`src/scroll_pkg.sv`:
```
/*
 * Shared definitions for the tile-map scroll layer.
 * Holds the screen and map geometry, the APB register offsets,
 * the packed structs passed between blocks and the FSM state types.
 */
package scroll_pkg;

    localparam int SCREEN_W     = 320;
    localparam int TILES_ACROSS = 21;   // 20 full tiles plus one for the fine scroll
    localparam int TILE_SIZE    = 16;
    localparam int MAP_TILES    = 32;
    localparam int NUM_PRIO     = 16;
    localparam int PIXEL_W      = 15;
    localparam int MAP_AW       = 13;
    localparam int MAP_DW       = 16;
    localparam int SCROLL_W     = 10;

    localparam logic [3:0] REG_SCROLL_X = 4'h0;
    localparam logic [3:0] REG_SCROLL_Y = 4'h4;
    localparam logic [3:0] REG_CTRL     = 4'h8;   // bit 0 enable, bit 1 flip

    typedef struct packed {
        logic [2:0]  bank;
        logic [12:0] code;
    } tile_num_t;

    typedef struct packed {
        logic [3:0] rsvd_hi;
        logic [3:0] prio;
        logic       rsvd;
        logic [6:0] palette;
    } tile_attr_t;

    // the same map word seen as a tile number or as an attribute
    typedef union packed {
        tile_num_t  num;
        tile_attr_t attr;
    } map_word_t;

    typedef struct packed {
        logic [12:0]        code;
        logic [2:0]         bank;
        logic [6:0]         palette;
        logic signed [10:0] x;      // screen column of the tile's left edge
    } queue_entry_t;

    typedef struct packed {
        logic        cs;
        logic [12:0] code;
        logic [2:0]  bank;
        logic        half;
        logic [3:0]  row;
    } gfx_req_t;

    typedef struct packed {
        logic        ok;
        logic [31:0] data;
    } gfx_rsp_t;

    typedef struct packed {
        logic [SCROLL_W-1:0] scroll_x;
        logic [SCROLL_W-1:0] scroll_y;
        logic                flip;
        logic                enable;
    } scroll_cfg_t;

    typedef struct packed {
        logic               we;
        logic [8:0]         addr;
        logic [PIXEL_W-1:0] data;
    } buf_wr_t;

    typedef enum logic [1:0] {F_IDLE, F_ISSUE, F_DRAIN} fetch_state_e;
    typedef enum logic [1:0] {R_IDLE, R_WAIT, R_REQ, R_DRAW} render_state_e;

endpackage

```
`src/scroll_regs.sv`:
```
/*
 * APB register block of the scroll layer.
 * Zero wait states. Scroll X at 0x0, scroll Y at 0x4, control at 0x8.
 * Any other offset answers with pslverr, ignores writes and reads 0.
 */
module scroll_regs (
    input  logic                      clk96,
    input  logic                      reset96,
    input  logic [3:0]                paddr_i,
    input  logic                      psel_i,
    input  logic                      penable_i,
    input  logic                      pwrite_i,
    input  logic [31:0]               pwdata_i,
    output logic [31:0]               prdata_o,
    output logic                      pready_o,
    output logic                      pslverr_o,
    output scroll_pkg::scroll_cfg_t   cfg_o
);
    import scroll_pkg::*;

    logic access;
    logic mapped;

    assign access    = psel_i && penable_i;
    assign pready_o  = 1'b1;
    assign pslverr_o = access && !mapped;

    always_comb begin
        mapped   = 1'b1;
        prdata_o = '0;
        case (paddr_i)
            REG_SCROLL_X: prdata_o = 32'(cfg_o.scroll_x);
            REG_SCROLL_Y: prdata_o = 32'(cfg_o.scroll_y);
            REG_CTRL:     prdata_o = {30'd0, cfg_o.flip, cfg_o.enable};
            default:      mapped   = 1'b0;
        endcase
    end

    always_ff @(posedge clk96 or posedge reset96) begin
        if (reset96) begin
            cfg_o <= '0;   // layer disabled
        end else if (access && pwrite_i) begin
            case (paddr_i)
                REG_SCROLL_X: cfg_o.scroll_x <= pwdata_i[SCROLL_W-1:0];
                REG_SCROLL_Y: cfg_o.scroll_y <= pwdata_i[SCROLL_W-1:0];
                REG_CTRL: begin
                    cfg_o.enable <= pwdata_i[0];
                    cfg_o.flip   <= pwdata_i[1];
                end
                default: ;
            endcase
        end
    end

endmodule

```
`config.mk`:
```
export PLATFORM = sky130hd
export DESIGN_NAME = scroll_regs
export DESIGN_NICKNAME = d
export VERILOG_FILES = /design/src/scroll_pkg.sv /design/src/scroll_regs.sv
export SDC_FILE = /design/constraint.sdc
export NUM_CORES = 1
export LEC_CHECK = 0
export BUFFER_PORTS_ARGS = -buffer_cell sky130_fd_sc_hd__buf_2
export CAP_MARGIN = 20
export CORE_UTILIZATION = 41
export CTS_BUF_LIST = sky130_fd_sc_hd__clkbuf_8
export DETAILED_ROUTE_END_ITERATION = 10
export GPL_TIMING_DRIVEN = 0
export HOLD_SLACK_MARGIN = 0.06
export PLACE_DENSITY_LB_ADDON = 0.3
export REMOVE_ABC_BUFFERS = 1
export SYNTH_ARGS = -nofsm -noshare
export SYNTH_HDL_FRONTEND = slang
export SYNTH_SLANG_ARGS = --single-unit
export TNS_END_PERCENT = 50
```
`constraint.sdc`:
```
create_clock -name clk96 -period 1.2 [get_ports clk96]
set_input_delay 0.18 -clock clk96 [delete_from_list [all_inputs] [get_ports clk96]]
set_output_delay 0.18 -clock clk96 [all_outputs]
set_load 0.03 [all_outputs]
```
# Yosys cells after proc, flatten, opt, wreduce, memory -nomap -nowiden
# Index checks and enable logic that the tools add are counted.
[totals]
wordCells = 17
reg_bits = 22
out_inout_bits = 56
[op_classes]
reduce_logical = 9
n_mux = 2
eq_ne = 2
[op_table]
columns = ["operator", "n"]
rows = [
  ["$pmux W10 S3", 1],
  ["$reduce_and A2 Y1", 3],
  ["$eq A4 B3 Y1 const B", 1],
  ["$eq A4 B4 Y1 const B", 1],
  ["$logic_not A4 Y1", 1],
  ["$logic_and A1 B1 Y1", 3],
  ["$reduce_or A3 Y1", 1],
  ["$logic_not A1 Y1", 1],
  ["$mux W1", 1],
]

# Depth between registers and ports, before layout
[depth]
word_depth = 5
mapped_depth = 5
depth_no_buf = 3

# Worst setup path before layout
# OpenSTA, ideal clock, no wires.
[synth_timing]
path_type = "register to output"
from = "reg cfg_o[2] in the netlist's numbering"
to = "out prdata_o[0]"
required_time_ns = 1.020
stages_incl_launch_ff = 4
path_slack_ns = -0.571
path_buffers = 0
arrival_time_ns = 1.591
cell_sequence = "dfrtp_1 > mux2i_1 > or2_2 > a21boi_0"
[synth_via]
elab_chain_cells = 1
[synth_lines]
columns = ["element", "line_no", "rtl"]
rows = [
  ["start: declaration", "scroll_regs.sv:17", "output scroll_pkg::scroll_cfg_t cfg_o"],
  ["$pmux W10 S3", "scroll_regs.sv:31", "case (paddr_i)"],
  ["end: declaration", "scroll_regs.sv:14", "output logic [31:0] prdata_o,"],
]
# No other way between the ends.

# Final worst setup path
[layout_timing]
from = "reg cfg_o[12] in the netlist's numbering"
to = "out prdata_o[0]"
# Same word-level chain as after synthesis.

==> flow_summary.yaml <==
clocking:
  numCtsBuffers: 3
  cts_tree: "built"
  clk_pin_slew_ps: 70
  clk_latency_ps: 250
  htreeDepth: 1
  ctsHoldBuffers: 0
  cts.sinks: 22
  cts_root_buffer: "clkbuf_8"
  ctsLongestPathBuffers: 2
sta:
  relSlewSlack_pct: 47.00
  fin_skew_ps: 0
  drv_slew: 0
  hold_viol_final: 0
  rsz0062_at_grt: "yes"
  fmax_mhz: 719.0
  tightest_slew_ps: 794.2
  layout_setup_ws_ps: -190.9
  finalSetupViolCount: 21
  fin_crit_sh_pct: 115.9
  min_period_ps: 1391
routing:
  wl_per_cell_um: 13.04
  firstDrtPassIters: 3
  drtIter0Drc: 20
  drc: 0
  routed_via_density: 4.286
  ant_nets: 0
  dr_total_vias: 870
  routed_wl_mm: 2.647
power:
  swShare_pct: 32.67
  power_frac_comb_pct: 32.2
  power_frac_seq_pct: 39.7
  internal_power_w: 0.001581
  power_density_nw_per_um2: 1295
  pwr-share-clk_pct: 28.1
  p_leak_nw: 0.9920
  p_switching_w: 0.0007670
  total_power_w: 0.002348
  irDropWorstVdd_v: 0.0007155
worst_setup_path:
  worstSetupPathType: "flip-flop to output port"
  reg2reg_slack_ps: 200
  worstReg2RegEnd: "cfg_o[12]$_DFFE_PP0P_"
  crit_fanout: 2
  startpoint: "cfg_o[12]$_DFFE_PP0P_"
  worst-r2r-cell-count: 3
  cp.arrival_ps: 1210
  required_ps: 1020
  crit_end: "prdata_o[0]"
  critPathLaunchType: "flip-flop"
  end_kind: "output port"
  r2r_start: "cfg_o[12]$_DFFE_PP0P_"
run_status:
  status: "finished, violations left"
  violations: "negative setup slack"
logic_synthesis:
  synth_top_area_share_pct: 41.90
  synth-seq-cells: 22
  synthTopCellsByCount: "buf_4 (24), dfrtp_1 (22), mux2_4 (20), a22o_2 (8), nand2_1 (3)"
  synth_warnings: 0
  synth_area_per_cell_um2: 13.27
  synthArstFlopShare_pct: 100.0
  synthFlopType: "dfrtp_1"
  synth_edf_count: 0
  syn_inst: 99
  synth_most_common_cell: "buf_4"
  syn_area_um2: 1314
  yosysTopAreaCell: "dfrtp_1"
  ys_seq_area_share_pct: 41.90
  ys_types: 22
  synthTopCellsByArea: "dfrtp_1 (42%), mux2_4 (23%), buf_4 (14%)"
placement:
  place_congestion: 0.7645
  place_area_um2: 1500
  portBuffers: 51
  preCtsSetupSlack_ps: -913.8
  hpwlAfterDp_mm: 1.749
  dp_cells: 189
final_layout:
  n_fill_cell: 267
  fin_util_pct: 59.39
  drive_gt1_share_pct: 62.89
  top_regs: "cfg_o: 22 flops"
  area_growth_pct: 38.00
  nets: 201
  n_antenna_cell: 0
  final_cells: 203
  largest_reg_flops: 22
  final_area_um2: 1813
  regMostFlops: "cfg_o"
grt:
  grt_pass1_vias: 831
  grt_overflow_total: 0
  antenna_found_initial: 0
  grt_pass1_wl_mm: 3.974
  grt_max_degree: 23
  grt_usage_pct: 15.53
job:
  cap_violations: 0
floorplan:
  die_x_um: 58.61
  die-area_um2: 3435
  initial_utilization_pct: 43.03
  core_area_um2: 3053
  num_rows: 20
  die_y_um: 58.61
  io-pin-count: 97
min_path:
  hp-class: "input port to asynchronous set/reset pin"
-- how the worst min path moves through the flow --
stage | cells after the start | to | start | slack (ps)
detailed placement | 2 | cfg_o[8]$_DFFE_PP0P_ | reset96 | 360
global route | 2 | cfg_o[11]$_DFFE_PP0P_ | reset96 | 140
finish | 2 | cfg_o[7]$_DFFE_PP0P_ | reset96 | 60
CTS | 2 | cfg_o[11]$_DFFE_PP0P_ | reset96 | 90
global placement | 2 | cfg_o[7]$_DFFE_PP0P_ | reset96 | 350
floorplan | 1 | cfg_o[0]$_DFFE_PP0P_ | reset96 | 170
-- cell usage in the layout, fill, tap and decap left out, types with 2 or more instances in the layout --
master and instances:
buf_4 11, mux2_4 20, and2b_4 3, buf_6 9
mux2_2 2, conb_1 23, a22o_4 8, nand2_1 3
mux2i_1 2, buf_8 2, dfrtp_1 22, clkbuf_8 3
buf_2 37
-- power groups by stage --
stage	Clock (W)	Combinational, W	Sequential (W)
final	0.000661	0.000756	0.000931
after global routing	0.000708	0.000796	0.000948
after CTS	0.000678	0.000741	0.000924
after global placement	0	0.000680	0.000927
after detailed placement	0	0.000689	0.000931
after floorplan	0	0.000304	0.00112
-- through the flow --
stage	TNS [ps]	hold WS, ps
after floorplan	-7807	169.2
after CTS	-980.4	89.48
final	-1211	63.03
after global placement	-20720	354.1
after detailed placement	-21310	364.5
after global routing	-2083	137.8
-- area by class of cell --
class                           count  area [µm²]  share of cell area (%)
Multi-Input combinational cell     72       713.2                   39.34
Sequential cell                    22       550.5                   30.37
Timing Repair Buffer               60       419.2                   23.12
Tap cell                           44       55.05                   3.037
Clock buffer                        3       41.29                   2.277
Clock inverter                      1       30.03                   1.656
Inverter                            1       3.754                  0.2070
-- timing repair --
| item | 4_1_cts | 5_1_grt |
|---|---|---|
| buffers inserted | 7 | 2 |
| resized for setup | 39 | 7 |
| setup endpoints to repair | 30 | 20 |
| gates cloned | 1 | 0 |
| pin swaps | 6 | 3 |
| hold endpoints to repair | 0 | 0 |
-- kinds of logic (layout without fill, tap and decap cells) --
family	Yosys count	count (layout)	synth area share, %
AO/OA/AOI/OAI	11	11	7.714
buffers and inverters	27	65	15.71
flip-flops	22	22	41.90
multiplexers	24	24	26.10
other	2	23	0.5716
AND/OR/NAND/NOR	13	14	7.999
-- worst max-delay path, cell delays in order (launching register included) --
cell and delay (ps):
dfrtp_1 360, mux2i_1 80, or2_4 230, a21boi_1 120
buf_4 170
-- per-layer routing --
metal  vias up  wire [µm]  global-route usage, %  part of all wire [%]
met2        39       1278                  27.59                    48
met4         0          0                  4.082                     0
met5         -          0                      0                     0
met1       413       1207                  20.00                    46
met3         0        161                  1.978                   6.1
li1        418          -                      -                     -
No activity file was read; power rests on OpenSTA's default activity.
