==> config.mk <==
export PLATFORM = sky130hd
export DESIGN_NAME = tile_render
export DESIGN_NICKNAME = d
export VERILOG_FILES = /design/src/scroll_pkg.sv /design/src/tile_render.sv
export SDC_FILE = /design/constraint.sdc
export NUM_CORES = 1
export LEC_CHECK = 0
export BUFFER_PORTS_ARGS = -buffer_cell sky130_fd_sc_hd__buf_2
export CORE_MARGIN = 2
export CORE_UTILIZATION = 40
export CTS_BUF_LIST = sky130_fd_sc_hd__clkbuf_16
export DETAILED_ROUTE_END_ITERATION = 16
export GPL_ROUTABILITY_DRIVEN = 1
export GPL_TIMING_DRIVEN = 1
export HOLD_SLACK_MARGIN = 0.1
export PLACE_DENSITY_LB_ADDON = 0.08
export SLEW_MARGIN = 20
export SYNTH_ARGS = -nofsm -noshare
export SYNTH_HDL_FRONTEND = slang
export SYNTH_SLANG_ARGS = --single-unit
==> constraint.sdc <==
create_clock -name clk96 -period 2.6 [get_ports clk96]
set_input_delay 0.26 -clock clk96 [delete_from_list [all_inputs] [get_ports clk96]]
set_output_delay 0.26 -clock clk96 [all_outputs]
set_load 0.05 [all_outputs]
==> src/scroll_pkg.sv <==
/*
 * Shared definitions for the tile-map scroll layer.
 * Holds the screen and map geometry, the APB register offsets,
 * the packed structs passed between blocks and the FSM state types.
 */
package scroll_pkg;

    localparam int SCREEN_W     = 320;
    localparam int TILES_ACROSS = 21;   // 20 full tiles plus one for the fine scroll
    localparam int TILE_SIZE    = 16;
    localparam int MAP_TILES    = 32;
    localparam int NUM_PRIO     = 16;
    localparam int PIXEL_W      = 15;
    localparam int MAP_AW       = 13;
    localparam int MAP_DW       = 16;
    localparam int SCROLL_W     = 10;

    localparam logic [3:0] REG_SCROLL_X = 4'h0;
    localparam logic [3:0] REG_SCROLL_Y = 4'h4;
    localparam logic [3:0] REG_CTRL     = 4'h8;   // bit 0 enable, bit 1 flip

    typedef struct packed {
        logic [2:0]  bank;
        logic [12:0] code;
    } tile_num_t;

    typedef struct packed {
        logic [3:0] rsvd_hi;
        logic [3:0] prio;
        logic       rsvd;
        logic [6:0] palette;
    } tile_attr_t;

    // the same map word seen as a tile number or as an attribute
    typedef union packed {
        tile_num_t  num;
        tile_attr_t attr;
    } map_word_t;

    typedef struct packed {
        logic [12:0]        code;
        logic [2:0]         bank;
        logic [6:0]         palette;
        logic signed [10:0] x;      // screen column of the tile's left edge
    } queue_entry_t;

    typedef struct packed {
        logic        cs;
        logic [12:0] code;
        logic [2:0]  bank;
        logic        half;
        logic [3:0]  row;
    } gfx_req_t;

    typedef struct packed {
        logic        ok;
        logic [31:0] data;
    } gfx_rsp_t;

    typedef struct packed {
        logic [SCROLL_W-1:0] scroll_x;
        logic [SCROLL_W-1:0] scroll_y;
        logic                flip;
        logic                enable;
    } scroll_cfg_t;

    typedef struct packed {
        logic               we;
        logic [8:0]         addr;
        logic [PIXEL_W-1:0] data;
    } buf_wr_t;

    typedef enum logic [1:0] {F_IDLE, F_ISSUE, F_DRAIN} fetch_state_e;
    typedef enum logic [1:0] {R_IDLE, R_WAIT, R_REQ, R_DRAW} render_state_e;

endpackage

==> src/tile_render.sv <==
/*
 * Pulls queued tiles, fetches both 8-pixel halves of the tile row over
 * the graphics port and writes the opaque pixels into the line buffer,
 * one pixel per cycle. Only screen columns 0 to 319 are written, and
 * flip mirrors the column.
 */
module tile_render (
    input  logic                     clk96,
    input  logic                     reset96,
    input  logic [3:0]               tile_row_i,
    input  scroll_pkg::queue_entry_t entry_i,
    input  logic [3:0]               prio_i,
    input  logic                     valid_i,
    input  logic                     empty_i,
    input  scroll_pkg::scroll_cfg_t  cfg_i,
    input  scroll_pkg::gfx_rsp_t     gfx_rsp_i,
    output logic                     pop_o,
    output scroll_pkg::gfx_req_t     gfx_req_o,
    output scroll_pkg::buf_wr_t      buf_wr_o,
    output logic                     busy_o
);
    import scroll_pkg::*;

    render_state_e      state;
    queue_entry_t       ent_q;
    logic [3:0]         prio_q;
    logic [31:0]        data_q;
    logic [2:0]         nib;       // pixel within the half
    logic [3:0]         pix;
    logic signed [10:0] pos;
    logic               on_screen;

    assign pop_o  = (state == R_IDLE) && !empty_i;
    assign busy_o = state != R_IDLE;

    always_comb begin
        pix       = data_q[4*nib +: 4];
        pos       = ent_q.x + signed'({7'd0, gfx_req_o.half, nib});
        on_screen = !pos[10] && (pos < 11'sd320);
    end

    always_ff @(posedge clk96 or posedge reset96) begin
        if (reset96) begin
            state     <= R_IDLE;
            gfx_req_o <= '0;
            buf_wr_o  <= '0;
            nib       <= '0;
        end else begin
            buf_wr_o.we <= 1'b0;
            case (state)
                R_IDLE: if (pop_o) state <= R_WAIT;
                R_WAIT: begin
                    if (valid_i) begin
                        gfx_req_o <= '{cs: 1'b1, code: entry_i.code, bank: entry_i.bank,
                                       half: 1'b0, row: tile_row_i};
                        state     <= R_REQ;
                    end else begin
                        state <= R_IDLE;
                    end
                end
                R_REQ: begin
                    if (gfx_rsp_i.ok) begin   // data is latched in this cycle
                        gfx_req_o.cs <= 1'b0;
                        nib          <= '0;
                        state        <= R_DRAW;
                    end
                end
                R_DRAW: begin
                    buf_wr_o.we   <= (pix != 4'd0) && on_screen;   // 0 is transparent
                    buf_wr_o.addr <= cfg_i.flip ? 9'(11'sd319 - pos) : pos[8:0];
                    buf_wr_o.data <= {prio_q, ent_q.palette, pix};
                    nib           <= nib + 3'd1;
                    if (nib == 3'd7) begin
                        if (gfx_req_o.half) begin
                            state <= R_IDLE;
                        end else begin
                            gfx_req_o.half <= 1'b1;
                            gfx_req_o.cs   <= 1'b1;
                            state          <= R_REQ;
                        end
                    end
                end
                default: state <= R_IDLE;
            endcase
        end
    end

    always_ff @(posedge clk96) begin
        if (state == R_WAIT && valid_i) begin
            ent_q  <= entry_i;
            prio_q <= prio_i;
        end
        if (state == R_REQ && gfx_rsp_i.ok)
            data_q <= gfx_rsp_i.data;
    end

    // request must sit still until the graphics side answers
    a_req_stable: assert property (@(posedge clk96) disable iff (reset96)
        gfx_req_o.cs && !gfx_rsp_i.ok |=> gfx_req_o.cs && $stable(gfx_req_o));

endmodule

### Word level (Yosys, flattened, before mapping)

Index checks and enable logic that the tools add are counted.
Widths: inputs -> output; s select.

| word-level totals | value |
|---|---|
| output and inout port bits | 49 |
| register bits after elaboration | 106 |

| cells by class | value |
|---|---|
| shift-type cells | 1 |
| order comparisons | 1 |
| equality and inequality tests | 9 |
| muxes and demuxes | 17 |
| $add $sub $neg | 3 |
| reduce and logical (&&, ||, !) cells | 18 |

Operators with widths:

| cell | count |
|---|---|
| $shiftx 32x6->4 | 1 |
| $mux 25 | 1 |
| $mux 22 | 1 |
| $add 11x5->11 | 1 |
| $lt 11x10->1 const B | 1 |
| $mux 2 | 5 |
| $ne 2x2->1 const B | 5 |
| $mux 9 | 1 |
| $sub 9x9->9 const A | 1 |
| $pmux 2 s4 | 1 |
| $pmux 3 s2 | 1 |
| $reduce_and 3->1 | 2 |
| $reduce_bool 2->1 | 3 |
| $logic_and 1x1->1 | 5 |
| $reduce_and 5->1 | 1 |
| $eq 2x2->1 const B | 2 |
| $mux 1 | 4 |
| $reduce_and 2->1 | 2 |
| $reduce_bool 4->1 | 1 |
| $add 3x1->3 const B | 1 |
| $eq 3x3->1 const B | 1 |
| $mux 3 | 1 |
| $pmux 1 s3 | 1 |
| $reduce_bool 3->1 | 1 |
| other kinds (4) | 5 |

### Logic depth before layout (Yosys ltp)

| depth | value |
|---|---|
| word-level depth | 5 |
| mapped depth | 12 |

### Worst setup path before layout

Ideal clock, no wire load.

| timing | value |
|---|---|
| path type | register -> register |
| start point | reg nib[0] |
| end point | reg buf_wr_o[23] (netlist name) |
| clock period less this slack | 2565 ps |
| path slack | 35 ps |
| arrival | 2441 ps |
| library setup time | 125 ps |
| cell stages (with the launch flop) | 13 |
| required time | 2475 ps |
| cell sequence | dfrtp_1 > ha_1 > inv_1 > fa_1 > nor2b_1 > o21ai_2 > a21oi_1 > xnor2_1 > ha_1 > nand2_1 > xor2_1 > xnor2_1 > mux2_2 |

| on the way | value |
|---|---|
| cells in the longest elaborated chain, start to end | 3 |

RTL lines:

| what | RTL line | text |
|---|---|---|
| start, declared | tile_render.sv:28 | `logic [2:0] nib;` |
| start signal, assigned | tile_render.sv:72 | `nib <= nib + 3'd1;` |
| $add 11x5->11 * | tile_render.sv:38 | `pos = ent_q.x + signed'({7'd0, gfx_req_o.half, nib});` |
| $sub 9x9->9 | tile_render.sv:70 | `buf_wr_o.addr <= cfg_i.flip ? 9'(11'sd319 - pos) : pos[8:0];` |
| $mux 9 * | tile_render.sv:70 |  |
| end, declared | tile_render.sv:19 | `output scroll_pkg::buf_wr_t buf_wr_o,` |

Mark *: on every way between the ends. The rest lies on a longest branch, timed or not.
A chain may end at the register's enable or synchronous reset.

### Worst setup path after layout

Same ends and word-level chain as after synthesis.

==> out/metrics.yaml <==
critical_path:
  cp-start-kind: "flop"
  worstPathMaxFanout: 2
  crit_path_top_delay_cell: "fa_1"
  crit_arrival_ns: 2.67
  crit_family: "adder cells"
  slowest_delay_ns: 0.40
  path_buf_inv: 1
  crit_type: "flop to flop"
  endpoint_kind: "flop"
  required_ns: 2.83
  path_cells: "ha_2, inv_1, fa_1, nor2b_1, o21ai_2, a21oi_2, xnor2_2, ha_1, nand2_1, xor2_1, xnor2_1, mux2_2"
clocking:
  clock-sinks: 106
  clock_latency_ns: 0.35
  cts_max_level: 3
  cts_tree: "yes"
  clock_path_buffers: 2
  cts_root_buf: "clkbuf_16"
  numCtsBuffers: 9
  path_clk_slew_ns: 0.07
floorplanning:
  die_width_microns: 110
  io_pins: 150
  dieArea_sq_mm: 0.0121
  floorplan.initialDensity_pct: 41.3
  die_height_microns: 110
  core_sq_mm: 0.0109
  rows: 38
cells_and_area:
  final_common_cell: "buf_2"
  drive_above_1_share_pct: 39.8
  final_area_sq_mm: 0.00615
  nNetsFinal: 614
  area_growth_pct: 36.9
  n_antenna_cell: 0
  fin_cells: 645
  layout_common_cells: "128 x buf_2, 54 x edfxtp_1, 53 x dlygate4sd3_1"
route:
  ant_nets: 0
  drtIter0Drc: 85
  routedWlPerCell_microns: 14.4
  drc: 0
  drt-total-wl_microns: 9320
  vias: 3085
  dr.pass1.iters: 4
  detail_route.vias_per_cell: 4.78
sta:
  timing.hold.ws_ns: 0.106
  tightest_slew_ns: 0.895
  min_period_ns: 2.44
  fmax_mhz: 410
  slew_violations: 0
  setup_violations: 0
  hold_viol: 0
  maxSlewHeadroom_pct: 40.3
  finClkSkew_ns: 0.00583
  layout_setup_ws_ns: 0.162
  finalSetupTns_ns: 0
  rsz0062_at_grt: "false"
  min_period_over_period_pct: 93.8
grt:
  grt_use_total_pct: 16.1
  grt_max_degree: 43
  grt_pass1_wl_microns: 14600
  overflow: 0
  first_global_vias: 3052
  grt_antenna_before_repair: 0
hold_path:
  hold_class: "input port to async pin"
placed_design:
  placed_cells: 575
  dpl-instance-area_sq_mm: 0.00534
  dp.final_hpwl_microns: 6460
  port_buffers: 128
  pre_cts_ws_ns: 0.0435
  gp_congestion: 0.793
synthesis:
  yosys_warnings: 0
  synth_ff_type: "edfxtp_1"
  synthDistinctLibCells: 40
  syn_area_sq_mm: 0.00449
  avgSynthCellArea_sq_um: 14.6
  syn_inst: 307
  seq_area_frac_synth_pct: 65.1
  syn-num-nets: 421
  synth_seq_cells: 106
  synth_edf_count: 54
  async_flop_share_pct: 49.1
power_and_ir_drop:
  leakage_uw: 0.00263
  powerDensity_mw_per_mm2: 1140
  ir_drop_v: 0.000786
job:
  max_cap_violations: 0
outcome:
  status: "finished clean"
[registers in the layout (all words and copies together), names as in the netlist]
name       cells
buf_wr_o      25
nib            3
ent_q         18
state          2
data_q        32
gfx_req_o     22
prio_q         4
[metrics by stage]
stage | util [%] | power (uW)
detailed placement | 49.1 | 5840
floorplan | - | 5050
global route | 56.5 | 7460
finish | 56.5 | 7020
global placement | 49.1 | 5780
CTS | 56.3 | 7110
[worst register-to-register path, cell delays in order (launching register included)]
cell	delay (ns)
dfrtp_1	0.36
ha_2	0.19
inv_1	0.05
fa_1	0.40
nor2b_1	0.16
o21ai_2	0.08
a21oi_2	0.19
xnor2_2	0.14
ha_1	0.16
nand2_1	0.06
xor2_1	0.16
xnor2_1	0.13
mux2_2	0.26
[power breakdown]
part	switching, uW	internal (uW)
Sequential	232	2300
Clock	562	629
Combinational	2210	1080
Total	3010	4010
[cells in the mapped netlist, types with 4 or more instances]
cell type	count	area (sq um)
nand2_1	19	71.3
nand2b_1	5	31.3
clkbuf_1	4	15.0
dfrtp_1	52	1300
ha_1	12	150
xnor2_1	10	87.6
inv_1	10	37.5
nor4_1	6	37.5
nor2_1	17	63.8
mux2_2	35	394
a21oi_1	10	50.1
nor3_1	7	35.0
o21ai_0	11	55.1
mux4_2	8	180
xor2_1	4	35.0
edfxtp_1	54	1620
[cell families (layout without fill, tap and decap cells)]
| family | Yosys count | in the layout | share of synthesized area [%] |
|---|---|---|---|
| AO/OA/AOI/OAI | 40 | 40 | 5.99 |
| XOR/XNOR | 14 | 14 | 2.73 |
| adder cells (fa/ha/maj) | 13 | 13 | 3.79 |
| buffers and inverters | 21 | 219 | 1.87 |
| flip-flops | 106 | 106 | 65.1 |
| multiplexers | 45 | 45 | 13.2 |
| AND/OR/NAND/NOR | 68 | 68 | 7.33 |
[worst paths after layout]
path                            startpoint             to  slack, ns  cells after the start
worst max-delay path                nib[0]   buf_wr_o[23]       0.16                     12
worst min-delay path               reset96  gfx_req_o[12]       0.11                      2
worst max register to register      nib[0]   buf_wr_o[23]       0.16                     12
worst min register to register   prio_q[0]   buf_wr_o[11]       0.48                      1
max in group asynchronous          reset96  gfx_req_o[21]       1.81                      3
min in group clk96              entry_i[0]       ent_q[0]       0.11                      1
[final cells by class]
cell class / count / area [sq um]
multi-input combinational: 180 / 1500
clock inverter: 7 / 28.8
timing repair buffer: 193 / 1260
tap: 140 / 175
clock buffer: 9 / 225
inverter: 10 / 37.5
sequential: 106 / 2920
fill: 919 / 4740
[layer usage]
| layer | wire length (microns) | global-route usage, % | vias to the layer above |
|---|---|---|---|
| met5 | 0 | 0 | - |
| met4 | 97 | 3.89 | 0 |
| met3 | 541 | 6.29 | 8 |
| met2 | 4720 | 27.5 | 84 |
| met1 | 3960 | 19.1 | 1470 |
| li1 | - | - | 1523 |
[what timing repair did]
item,4_1_cts,5_1_grt
setup buffers,0,1
gates resized for setup,0,3
hold buffers,53,0
setup endpoints to repair,0,1
hold endpoints to repair,53,0
Power figures use the tool's default switching activity.
