$ cat config.mk
export PLATFORM = sky130hd
export DESIGN_NAME = tile_fetch
export DESIGN_NICKNAME = d
export VERILOG_FILES = /design/src/scroll_pkg.sv /design/src/tile_fetch.sv
export SDC_FILE = /design/constraint.sdc
export NUM_CORES = 1
export LEC_CHECK = 0
export ABC_AREA = 1
export BUFFER_PORTS_ARGS = -buffer_cell sky130_fd_sc_hd__buf_2
export CAP_MARGIN = 25
export CORE_MARGIN = 2
export CORE_UTILIZATION = 57
export CTS_CLUSTER_DIAMETER = 200
export DETAILED_ROUTE_END_ITERATION = 12
export PLACE_DENSITY_LB_ADDON = 0.15
export REMOVE_ABC_BUFFERS = 1
export SLEW_MARGIN = 0
export SYNTH_ARGS = -nofsm -noshare
export SYNTH_HDL_FRONTEND = slang
export SYNTH_SLANG_ARGS = --single-unit
$ cat constraint.sdc
create_clock -name clk96 -period 5.3 [get_ports clk96]
set_clock_uncertainty 0.15 [all_clocks]
set_input_delay 1.06 -clock clk96 [delete_from_list [all_inputs] [get_ports clk96]]
set_output_delay 1.06 -clock clk96 [all_outputs]
set_load 0.05 [all_outputs]
$ cat src/scroll_pkg.sv
/*
 * Shared definitions for the tile-map scroll layer.
 * Holds the screen and map geometry, the APB register offsets,
 * the packed structs passed between blocks and the FSM state types.
 */
package scroll_pkg;

    localparam int SCREEN_W     = 320;
    localparam int TILES_ACROSS = 21;   // 20 full tiles plus one for the fine scroll
    localparam int TILE_SIZE    = 16;
    localparam int MAP_TILES    = 32;
    localparam int NUM_PRIO     = 16;
    localparam int PIXEL_W      = 15;
    localparam int MAP_AW       = 13;
    localparam int MAP_DW       = 16;
    localparam int SCROLL_W     = 10;

    localparam logic [3:0] REG_SCROLL_X = 4'h0;
    localparam logic [3:0] REG_SCROLL_Y = 4'h4;
    localparam logic [3:0] REG_CTRL     = 4'h8;   // bit 0 enable, bit 1 flip

    typedef struct packed {
        logic [2:0]  bank;
        logic [12:0] code;
    } tile_num_t;

    typedef struct packed {
        logic [3:0] rsvd_hi;
        logic [3:0] prio;
        logic       rsvd;
        logic [6:0] palette;
    } tile_attr_t;

    // the same map word seen as a tile number or as an attribute
    typedef union packed {
        tile_num_t  num;
        tile_attr_t attr;
    } map_word_t;

    typedef struct packed {
        logic [12:0]        code;
        logic [2:0]         bank;
        logic [6:0]         palette;
        logic signed [10:0] x;      // screen column of the tile's left edge
    } queue_entry_t;

    typedef struct packed {
        logic        cs;
        logic [12:0] code;
        logic [2:0]  bank;
        logic        half;
        logic [3:0]  row;
    } gfx_req_t;

    typedef struct packed {
        logic        ok;
        logic [31:0] data;
    } gfx_rsp_t;

    typedef struct packed {
        logic [SCROLL_W-1:0] scroll_x;
        logic [SCROLL_W-1:0] scroll_y;
        logic                flip;
        logic                enable;
    } scroll_cfg_t;

    typedef struct packed {
        logic               we;
        logic [8:0]         addr;
        logic [PIXEL_W-1:0] data;
    } buf_wr_t;

    typedef enum logic [1:0] {F_IDLE, F_ISSUE, F_DRAIN} fetch_state_e;
    typedef enum logic [1:0] {R_IDLE, R_WAIT, R_REQ, R_DRAW} render_state_e;

endpackage

$ cat src/tile_fetch.sv
/*
 * Walks the 21 tile columns of one line through the tile-map RAM.
 * Reads are issued back to back, attribute then tile number per column,
 * and the data comes back two cycles later. Non-blank tiles are pushed
 * to the priority queue; done_o stays high once the line is scanned.
 */
module tile_fetch (
    input  logic                        clk96,
    input  logic                        reset96,
    input  logic                        start_i,
    input  logic [8:0]                  vrender_i,
    input  scroll_pkg::scroll_cfg_t     cfg_i,
    input  scroll_pkg::map_word_t       map_data_i,
    output logic [scroll_pkg::MAP_AW-1:0] map_addr_o,
    output logic                        push_o,
    output logic [3:0]                  push_prio_o,
    output scroll_pkg::queue_entry_t    entry_o,
    output logic [3:0]                  tile_row_o,
    output logic                        done_o
);
    import scroll_pkg::*;

    localparam logic [5:0] LAST_RD  = 6'(2 * TILES_ACROSS - 1);
    localparam logic [4:0] LAST_COL = 5'(TILES_ACROSS - 1);

    fetch_state_e        state;
    logic [5:0]          idx;        // two read slots per column
    logic [4:0]          row_q;
    logic [SCROLL_W-1:0] sx_q;
    logic [9:0]          vpos;
    logic [6:0]          tag0, tag1, tag2;   // {valid, odd, column} follows the RAM latency
    logic                last_q;
    map_word_t           attr_q;

    assign vpos = 10'(vrender_i) + cfg_i.scroll_y;

    always_ff @(posedge clk96 or posedge reset96) begin
        if (reset96) begin
            state      <= F_IDLE;
            idx        <= '0;
            row_q      <= '0;
            sx_q       <= '0;
            tile_row_o <= '0;
            map_addr_o <= '0;
            tag0       <= '0;
            tag1       <= '0;
            tag2       <= '0;
            push_o     <= 1'b0;
            last_q     <= 1'b0;
            done_o     <= 1'b0;
        end else begin
            tag0   <= '0;
            tag1   <= tag0;
            tag2   <= tag1;
            push_o <= tag2[6] && tag2[5] && (map_data_i != '0);   // tile 0 is blank
            last_q <= tag2[6] && tag2[5] && (tag2[4:0] == LAST_COL);
            if (start_i) begin
                state      <= F_ISSUE;
                idx        <= '0;
                row_q      <= vpos[8:4];   // map row wrapping at 32
                tile_row_o <= vpos[3:0];
                sx_q       <= cfg_i.scroll_x;
                done_o     <= 1'b0;
            end else begin
                case (state)
                    F_ISSUE: begin
                        map_addr_o <= {2'b00, row_q, 5'(sx_q[8:4] + idx[5:1]), idx[0]};
                        tag0       <= {1'b1, idx[0], idx[5:1]};
                        idx        <= idx + 6'd1;
                        if (idx == LAST_RD)
                            state <= F_DRAIN;
                    end
                    F_DRAIN: begin
                        if (last_q) begin   // last push reaches the queue this cycle
                            done_o <= 1'b1;
                            state  <= F_IDLE;
                        end
                    end
                    default: ;
                endcase
            end
        end
    end

    always_ff @(posedge clk96) begin
        if (tag2[6] && !tag2[5])
            attr_q <= map_data_i;
        if (tag2[6] && tag2[5]) begin
            entry_o.code    <= map_data_i.num.code;
            entry_o.bank    <= map_data_i.num.bank;
            entry_o.palette <= attr_q.attr.palette;
            entry_o.x       <= signed'({2'b00, tag2[4:0], 4'b0000}) - signed'({7'd0, sx_q[3:0]});
            push_prio_o     <= attr_q.attr.prio;
        end
    end

endmodule

# Word level (Yosys, flattened, before mapping)
# Cells that the tools add are included.
[totals] regBits=111 inputBits=50 output_inout_bits=57 word_cells=53
[classes] n_addsub=4 n_eq_ne=6 muxes=11 bitwise=1 n_reduce_logical=13
[ops] op="16-bit nonzero test" n=1
[ops] op="7-bit two-way mux" n=2
[ops] op="6-bit two-way mux" n=2
[ops] op="9-bit by 4-bit subtractor with 10-bit output" n=1
[ops] op="9-bit adder" n=1
[ops] op="6-bit by 1-bit adder with 6-bit output, second input constant" n=1
[ops] op="6-bit equality test, second input constant" n=1
[ops] op="2-bit two-way mux" n=3
[ops] op="3-bit != test, second input constant" n=2
[ops] op="2-bit nonzero test" n=3
[ops] op="5-bit adder" n=1
[ops] op="5-bit equality test, second input constant" n=1
[ops] op="1-bit logical AND" n=4
[ops] op="2-bit case mux with 2 select lines" n=1
[ops] op="2-bit AND reduction" n=2
[ops] op="1-bit two-way mux" n=3
[ops] op="3-bit AND reduction" n=1
[ops] op="3-bit nonzero test" n=1
[ops] op="2-bit by 1-bit equality test with 1-bit output, second input constant" n=1
[ops] op="2-bit equality test, second input constant" n=1
[ops] op="1-bit logical NOT" n=1
[ops] op="1-bit NOT" n=1

# Logic depth before layout (Yosys ltp)
[depth] ltp_word=4 mapped_depth=9 ltp_nobuf=9

# Worst setup path after synthesis
# OpenSTA, ideal clock, no wires.
[synth_path] kind="input -> register" startpoint="in vrender_i[0]" endpoint="reg row_q[4]" setup_ps=118 t_arrival_ps=2101 required_time_ps=5032 path_slack_ps=2931 cell_stages=8 n_path_buf=0 cell_sequence="ha_1 fa_1 nand2_1 nand2_1 nand3_1 nand3_1 nand3_1 nand2_1"
[synth_between] elab_chain_len=1
[synth_lines] element="start, declared" line="tile_fetch.sv:11" text="input logic [8:0] vrender_i,"
[synth_lines] element="9-bit adder" line="tile_fetch.sv:35" text="assign vpos = 10'(vrender_i) + cfg_i.scroll_y;"
[synth_lines] element="end signal, assigned" line="tile_fetch.sv:60" text="row_q <= vpos[8:4];"
[synth_lines] element="end, declared" line="tile_fetch.sv:28" text="logic [4:0] row_q;"
# Every way passes these cells.
# A chain may end at the register's enable or synchronous reset.

# Worst setup path in the final report
[layout_path] startpoint="in start_i" endpoint="reg idx[1]"
[layout_between] elab_chain_len=1 elab_cells_between_ends=2 classes_between="mux (1); reduce/logical (1)"
[layout_lines] element="start, declared" line="tile_fetch.sv:10" text="input logic start_i,"
[layout_lines] element="6-bit two-way mux / 2-bit nonzero test (equally long branches)"
[layout_lines] element="end signal, assigned" line="tile_fetch.sv:69" text="idx <= idx + 6'd1;"
[layout_lines] element="end, declared" line="tile_fetch.sv:27" text="logic [5:0] idx;"
# Parallel ways exist; a longest one is shown, timed or not.

==> flow_summary.ini <==
[outcome]
outcome = complete, no violations

[timing]
final-max-slew-violation-count = 0
setup_viol_count_final = 0
hold_viol = 0
final_cycle_share_pct = 47.6
timing.hold.ws_ns = 0.209
rsz0062_at_grt = no
timing_worst_slew_pin_value_ns = 0.886
final.setup.worst_slack_ns = 2.78
max_freq_mhz = 397
finalWorstPathRequiredPeriod_ns = 2.52
worst_slew_margin_rel_pct = 40.7
totalNegativeSetupSlack_ns = 0

[setup_path]
worst-path-max-fanout = 28
startpoint_type = input pin
end_kind = register
setup.reg_to_reg.worst_slack_ns = 3.48
worst_r2r_startpoint = idx[1]
timing.critical_path.arrival_ns = 2.61
worst_r2r_endpoint = map_addr_o[5]
timing.setup.critical_path_class = input pin to register
worstRegToRegCells = 7
critPathRequiredTime_ns = 5.39

[logic_synthesis]
syn-mean-instance-area_um2 = 11.6
number_of_enable_type_register_cells_in_the_synthesized_netlist = 48
ys.warnings.count = 0
postSynthRegisterBits = 109
synth-async-reset-ratio_pct = 56.0
post_synth_inst_count = 377
share_of_the_yosys_chip_area_belonging_to_registers_pct = 68.1
netlist.area_leader.share_pct = 35.0
ys_dominant_reg_cell = dfrtp_1
synth.distinct_cells = 35
synth_area_um2 = 4360
synth_top_cell_by_area = dfrtp_1
largest_cells_by_area_after_synthesis = dfrtp_1, edfxtp_1, nand2_1, ha_1, inv_1

[power_and_ir_drop]
irDropWorstVdd_mv = 0.177
switchingPower_mw = 0.496
leakagePower_nw = 2.47
power_frac_clock_pct = 29.1
power.share.sequential_pct = 55.3
cell_internal_pwr_mw = 1.24
combPwrFrac_pct = 15.6
netSwitchingFraction_pct = 28.6
pwr_density_cell_nw_per_um2 = 337

[worst_hold_path]
worst_hold_path.num_cells = 0
timing.hold.worst.start = tag0[3]
worstHoldPathType = register to register
worstHoldEndpoint = tag1[3]

[layout]
fin_nets = 549
drive_above_1_share_pct = 26.5
fill_cells = 563
post-route-util_pct = 70.2
seq_area_um2 = 2970
layout.cells.non_filler = 586
antenna_cells = 0
synthToLayoutAreaGrowth_pct = 18.1
multi_input_area_um2 = 1190

[global_routing]
first_global_vias = 2749
grt_first_pass_wirelength_um = 12300
largest_net_degree_at_the_start_of_global_routing = 62
antenna_found_initial = 0
grt-ovfl-total = 0
total_global_route_track_usage_pct = 19.0

[die]
floorplan.io_pins = 107
die_area_um2 = 8360
dieWidth_um = 91.4
floorplan.initialDensity_pct = 59.4
fp-row-count = 31
die_height_um = 91.4
placeableCoreArea_um2 = 7330

[route]
detail_route.wirelength_um = 7250
detailedRoute.firstIterationViolations = 136
ant_nets = 0
via_cell_ratio = 4.90
drc_violations = 0
dr.pass1.iters = 5
vias = 2874
post_drt_wl_per_cell_um = 12.4

[clock_network]
cts.sink_count = 109
cts_buffers = 9
clkLatencyLatePin_ns = 0.36
cts_setup_buffers = 0
tritoncts = yes
cts.htree.levels = 3
cts.root.buffer_cell = clkbuf_8
ctsResizeCount = 0
clockBufferDepth = 2
worst_setup_hold_path_clk_slew_ns = 0.10
hold_buffer_count_at_cts = 0

[placed_design]
dpl_ws_ns = 2.38
placed_wire_length_estimate_um = 5180
cell_count_post_placement = 570
gpl.final_weighted_congestion = 0.867
port_buffers = 100

[flow_run]
maxCapViolations = 0
cells by family (layout without fill, tap and decap cells):
family                   after synthesis  after routing  synth area share (%)
flip-flops                           109            109                  68.1
XOR/XNOR                              10             10                  2.01
AO/OA/AOI/OAI                         29             29                  3.62
AND/OR/NAND/NOR                      165            165                  16.4
other                                  1              2                0.0861
buffers and inverters                 46            155                  4.56
adder cells (fa/ha/maj)               17             17                  5.23
cells in the final DEF, fill, tap and decap left out, types with 4 or more instances in the layout:
cell type	count
nor2_1	28
inv_1	33
buf_2	100
clkbuf_8	9
ha_1	15
dfrtp_1	61
o21ai_0	11
xor2_1	6
xnor2_1	4
nor3_1	5
a21oi_1	9
edfxtp_1	48
nand4_1	5
nand2_1	95
nand3_1	21
worst max path at each step:
| stage | slack [ns] | end | cells past startpoint | startpoint |
|---|---|---|---|---|
| 6_report | 2.78 | idx[1] | 4 | start_i |
| 3_5_place_dp | 2.38 | idx[1] | 4 | start_i |
| 3_3_place_gp | 2.40 | idx[1] | 4 | start_i |
| 4_1_cts | 2.77 | idx[0] | 4 | start_i |
| 2_1_floorplan | 2.58 | done_o | 1 | reset96 |
| 5_1_grt | 2.57 | idx[0] | 4 | start_i |
routing by layer:
metal	routed length (µm)	track usage, %
met5	0	0
met4	112	7.20
met3	321	4.32
met2	3690	32.4
met1	3130	23.8
critical path, cell delays in order:
cell and delay (ns):
buf_2 0.44, clkinv_1 0.66, nand2_1 0.33, o22ai_1 0.10
power groups by stage:
stage                     sequential, mW  combinational [mW]  clock, mW
final                              0.960               0.270      0.504
after global routing               0.966               0.298      0.550
after CTS                          0.960               0.273      0.516
after detailed placement           0.978               0.272          0
after global placement             0.976               0.265          0
after floorplan                     1.07               0.104          0
per-stage QoR:
step	power [mW]	cell area (µm²)
2_1_floorplan	1.17	4300
3_3_place_gp	1.24	4940
3_5_place_dp	1.25	4940
4_1_cts	1.75	5150
5_1_grt	1.81	5150
6_report	1.73	5150
sequential cells by signal (all words and copies together), names as in the netlist:
name	flops
entry_o	33
row_q	5
done_o	1
push_o	1
last_q	1
state	2
push_prio_o	4
tag0	7
tag2	7
attr_q	11
idx	6
tag1	7
map_addr_o	11
tile_row_o	4
sx_q	9
layout make-up:
| class | instances | area share (%) |
|---|---|---|
| flip-flops and latches | 109 | 57.6 |
| multi-input cells | 223 | 23.2 |
| repair buffers | 102 | 10.0 |
| inverters | 37 | 2.72 |
| clock buffers | 9 | 2.41 |
| well taps | 99 | 2.41 |
| clock inverters | 7 | 1.60 |
synthesized netlist by cell type, types with 3 or more instances:
library cell / number
o21ai_0: 11
a21oi_1: 9
inv_1: 34
xor2_1: 6
nand3b_1: 3
dfrtp_1: 61
o21ai_1: 3
buf_4: 4
nand2_1: 95
or2_2: 3
edfxtp_1: 48
ha_1: 15
nand4_1: 5
xnor2_1: 4
nor2_1: 28
nand3_1: 21
nor3_1: 5
(Power assumes the default switching activity.)
